--- config.mk ---
export PLATFORM = sky130hd
export DESIGN_NAME = product_column_buffer
export DESIGN_NICKNAME = d
export VERILOG_FILES = /design/src/modsq_pkg.sv /design/src/product_column_buffer.sv
export SDC_FILE = /design/constraint.sdc
export NUM_CORES = 1
export LEC_CHECK = 0
export BUFFER_PORTS_ARGS = -buffer_cell sky130_fd_sc_hd__buf_4
export CORE_MARGIN = 2
export CORE_UTILIZATION = 53
export DETAILED_ROUTE_END_ITERATION = 7
export GPL_TIMING_DRIVEN = 1
export PLACE_DENSITY = 0.82
export REMOVE_ABC_BUFFERS = 1
export SLEW_MARGIN = 0
export SYNTH_ARGS = -nofsm -noshare
export SYNTH_HDL_FRONTEND = slang
export SYNTH_SLANG_ARGS = --single-unit
export TNS_END_PERCENT = 1
--- constraint.sdc ---
create_clock -name clk -period 5 [get_ports clk]
set_clock_uncertainty 0.05 [all_clocks]
set_input_delay 0 -clock clk [delete_from_list [all_inputs] [get_ports clk]]
set_output_delay 0 -clock clk [all_outputs]
set_load 0.02 [all_outputs]
--- src/modsq_pkg.sv ---
// ~~~~~~~~~~~~~~~~~~~~~~~~~~~~~~~~~~~~~~~~~~~~~~~~~~~~~~~~~~
// Modular squaring loop, shared sizes and types
// Digit layout, product word layout and FSM encodings
// ~~~~~~~~~~~~~~~~~~~~~~~~~~~~~~~~~~~~~~~~~~~~~~~~~~~~~~~~~~

package modsq_pkg;

   // Operand and result digits, 4 non-redundant plus one redundant top digit
   localparam int NUM_ELEMENTS = 5;
   localparam int WORD_LEN     = 16;
   localparam int BIT_LEN      = 17;

   // Square of the operand as 16-bit words
   localparam int PROD_WORDS   = 11;
   // Words 5 to 10 are folded back through the tables
   localparam int UPPER_WORDS  = 6;
   localparam int LOOKUP_WIDTH = 8;

   // 5 products of 34 bits fit in a column
   localparam int COL_LEN      = 37;
   // 16-bit word plus twelve 16-bit table words
   localparam int ACC_LEN      = 24;

   localparam int MOD_LEN      = 64;
   localparam int RES_WORDS    = 4;

   typedef logic [BIT_LEN-1:0]      digit_t;
   typedef logic [WORD_LEN-1:0]     word_t;
   typedef logic [COL_LEN-1:0]      column_t;
   typedef logic [ACC_LEN-1:0]      acc_t;
   typedef logic [MOD_LEN-1:0]      residue_t;
   typedef logic [LOOKUP_WIDTH-1:0] half_t;

   // Odd 64-bit modulus
   localparam residue_t MODULUS_DEFAULT = 64'hC3A5_9D27_E14B_6F8D;

   typedef enum logic [1:0] {
      SQ_IDLE,
      SQ_COLUMNS,
      SQ_WAIT
   } sq_state_t;

   typedef enum logic [1:0] {
      ACC_IDLE,
      ACC_LOOKUP,
      ACC_NORMALIZE
   } acc_state_t;

endpackage

--- src/product_column_buffer.sv ---
// ~~~~~~~~~~~~~~~~~~~~~~~~~~~~~~~~~~~~~~~~~~~~~~~~~~~~~~~~~~
// Product word buffer
// Carry-propagates incoming columns into exact 16-bit words
// ~~~~~~~~~~~~~~~~~~~~~~~~~~~~~~~~~~~~~~~~~~~~~~~~~~~~~~~~~~

`timescale 1ns/100ps

module product_column_buffer (
   input  logic                clk,
   input  logic                rst,
   input  logic                col_valid,
   input  logic                col_last,
   input  modsq_pkg::column_t  col_sum,
   output modsq_pkg::word_t    prod_words [modsq_pkg::PROD_WORDS],
   output logic                prod_ready
);

   localparam int CARRY_LEN = modsq_pkg::COL_LEN - modsq_pkg::WORD_LEN;
   localparam int IDX_W     = $clog2(modsq_pkg::PROD_WORDS);

   logic [IDX_W-1:0]     word_idx;
   logic [CARRY_LEN-1:0] carry;
   logic [CARRY_LEN-1:0] carry_in;
   logic [CARRY_LEN-1:0] carry_next;
   modsq_pkg::column_t   col_total;

   // First column of a square starts with nothing carried in
   assign carry_in   = (word_idx == '0) ? '0 : carry;
   assign col_total  = col_sum + modsq_pkg::column_t'(carry_in);
   assign carry_next = col_total[modsq_pkg::COL_LEN-1:modsq_pkg::WORD_LEN];

   always_ff @(posedge clk) begin
      if (rst) begin
         word_idx   <= '0;
         prod_ready <= 1'b0;
      end else begin
         prod_ready <= col_valid && col_last;
         if (col_valid) begin
            word_idx <= col_last ? '0 : word_idx + 1'b1;
         end
      end
   end

   always_ff @(posedge clk) begin
      if (col_valid) begin
         prod_words[word_idx] <= col_total[modsq_pkg::WORD_LEN-1:0];
         carry                <= carry_next;
         // Leftover carry is the top two words of the square
         if (col_last) begin
            prod_words[modsq_pkg::PROD_WORDS-2] <=
               carry_next[modsq_pkg::WORD_LEN-1:0];
            prod_words[modsq_pkg::PROD_WORDS-1] <=
               modsq_pkg::word_t'(carry_next[CARRY_LEN-1:modsq_pkg::WORD_LEN]);
         end
      end
   end

endmodule

==> impl_metrics.tcl <==
set metrics [dict create \
    async_flop_share 0 \
    io_buffers 217 \
    first_iter_violations 504 \
    avgSynthCellArea_um2 15.4 \
    endpoint_kind "flop" \
    synth_edf_count 197 \
    clkTransAtPathRegs_ns 0.06 \
    dp_hpwl_mm 16.4 \
    ys_seq_area_frac 0.732 \
    timing.final.hold_violations 0 \
    ant_nets 0 \
    routed_wl_mm 24.1 \
    dieArea_um2 16500 \
    reg2regPathDepth 13 \
    grt_setup_unrepaired "no" \
    first_global_vias 5764 \
    finalSetupViolCount 0 \
    cp.arrival_ns 4.43 \
    area_delta_synth_final_pct 34.5 \
    htree_num_levels 1 \
    met1_usage 0.365 \
    worst_pin_slew_ns 1.35 \
    grt_max_degree 44 \
    overflow 0 \
    synth_top_area_share 0.720 \
    slew_headroom 0.0918 \
    vias 5776 \
    cts_root_buf "clkbuf_16" \
    initial_core_util 0.542 \
    rows 45 \
    gp_congestion 0.985 \
    leakagePower_nw 4.35 \
    cts_buffer_depth 3 \
    grt-busiest-layer "met2" \
    synth_cell_types 54 \
    min_period_over_period 0.849 \
    post_cts_buffers 0 \
    synth_top_flop_cell "edfxtp_1" \
    stdcell_count 992 \
    min_period_ns 4.24 \
    track_usage 0.287 \
    r2r-start "word_idx[0]" \
    outcome "finished, final reports clean" \
    layout-drive-gt1-share 0.333 \
    synth_area_leaders "edfxtp_1 72%, ha_1 3.8%, xnor2_1 2.3%" \
    clkLatencyLatePin_ns 0.49 \
    coreArea_um2 15100 \
    nets 857 \
    synthCells 534 \
    drc 0 \
    syn_area_um2 8210 \
    hold_class "primary input to flop" \
    n_fill_cell 941 \
    cts_made_buffers 20 \
    r2r_setup_slack_ns 0.76 \
    yosysWarnings 0 \
    yosys.area.top_type "edfxtp_1" \
    cp-start-kind "flop" \
    die_h_um 128 \
    synth.cells.most_frequent "197 x edfxtp_1, 45 x nand2_1, 30 x a21oi_1" \
    setup.worst_path.start "word_idx[0]" \
    grt_pass1_wl_mm 34.7 \
    dr.pass1.iters 6 \
    crit_path_max_fanout 15 \
    grtUsageMet2 0.484 \
    tns_ns 0 \
    use_met3 0.0644 \
    worstSetupPathType "flop to flop" \
    dieWidth_um 128 \
    wl_per_cell_um 24.3 \
    synth-seq-cells 202 \
    vias_per_cell 5.82 \
    vdd_drop_max_v 0.000219 \
    clock_sinks 202 \
    r2r-end "carry[15]" \
    max_freq_ghz 0.236 \
    drv_slew 0 \
    pin_count 218 \
    maxCapViolations 0 \
    critical_path.endpoint "carry[15]" \
    placedCellCount 932 \
    cts_tree "built" \
    required_ns 5.19 \
    power.density_nw_per_um2 370 \
    post_cts.resized_instances 0 \
    antenna_found_initial 1 \
    yosysMostFrequentCell "edfxtp_1" \
]
metal layers:
| layer | routed length [µm] | up-vias |
|---|---|---|
| li1 | - | 2538 |
| met1 | 8930 | 2812 |
| met2 | 11800 | 374 |
| met3 | 2560 | 52 |
| met4 | 827 | 0 |
| met5 | 0 | - |
area by class of cell:
type,count,area [µm²],area share
antenna,1,2.50,0.000227
clock buffer,21,526,0.0476
clock inverter,14,201,0.0182
inverter,12,45.0,0.00408
multi-input combinational,304,2080,0.189
sequential,202,6020,0.545
tap,188,235,0.0213
timing repair buffer,250,1940,0.175
how the worst min path moves through the flow:
stage / start / endpoint / slack (ns) / depth (start not counted)
3_5_place_dp: rst / prod_ready / 0.16 / 2
5_1_grt: col_sum[19] / carry[3] / 0.10 / 3
6_report: col_sum[16] / carry[0] / 0.09 / 3
2_1_floorplan: rst / word_idx[1] / 0.02 / 1
3_3_place_gp: rst / word_idx[1] / 0.16 / 2
4_1_cts: col_sum[16] / carry[0] / 0.07 / 3
flip-flops by register name, summed over array words and instances, names as in the netlist:
name and flops:
prod_ready 1, word_idx 4, carry 21, prod_words 176
power by group:
group,switching (mW),internal [mW]
clock network,0.620,1.02
registers,0.0199,1.96
logic,0.299,0.160
total,0.939,3.14
placed cells by master (no fill, tap or decap), types with 10 or more instances in the layout:
cell and n:
nand4_1 10, nand2_1 45, clkbuf_16 21, ha_1 25, and3_1 10, dlygate4sd3_1 24, nor2_1 22, a21oi_1 30
nor2b_1 25, xor2_1 13, edfxtp_1 197, xnor2_1 22, o21ai_0 12, inv_1 12, a22o_1 19, buf_4 226
nand3_1 14
cells by family (layout without fill, tap and decap cells):
| family | count (synthesis) | in the layout | share of synthesized area |
|---|---|---|---|
| XOR/XNOR | 35 | 35 | 0.0373 |
| adder cells (fa/ha/maj) | 26 | 26 | 0.0405 |
| AND/OR/NAND/NOR | 145 | 145 | 0.0891 |
| other | 0 | 1 | 0 |
| buffers and inverters | 28 | 297 | 0.0145 |
| flip-flops | 202 | 202 | 0.732 |
| multiplexers | 1 | 1 | 0.00122 |
| AO/OA/AOI/OAI | 97 | 97 | 0.0850 |
through the flow:
step | area, µm² | hold slack (ns) | util | power, mW | worst slack, ns
final | 11000 | 0.0884 | 0.729 | 4.08 | 0.756
after global routing | 11000 | 0.103 | 0.729 | 4.19 | 0.483
after CTS | 11000 | 0.0732 | 0.729 | 4.09 | 0.834
after detailed placement | 10100 | 0.163 | 0.665 | 2.45 | 0.983
after global placement | 10100 | 0.156 | 0.665 | 2.44 | 1.17
after floorplan | 8140 | 0.0191 | - | 2.23 | 0.666
worst max-delay path, stage by stage (launching register included):
cell,delay (ns)
dfxtp_1,0.36
inv_1,0.10
ha_1,0.22
nor3b_2,0.44
buf_4,0.30
nor2b_1,0.07
ha_1,0.42
nand2_1,0.16
a2111oi_2,0.39
o21ai_1,0.22
a31oi_4,0.35
nand4_1,0.17
xnor2_1,0.18
dlygate4sd3_1,0.56
what timing repair did:
| item | in CTS | in global routing |
|---|---|---|
| hold endpoints to repair | 72 | 0 |
| endpoints found under the setup margin | 0 | 0 |
| hold buffers | 24 | 0 |
Note: power is estimated with default switching activity, not from simulation.
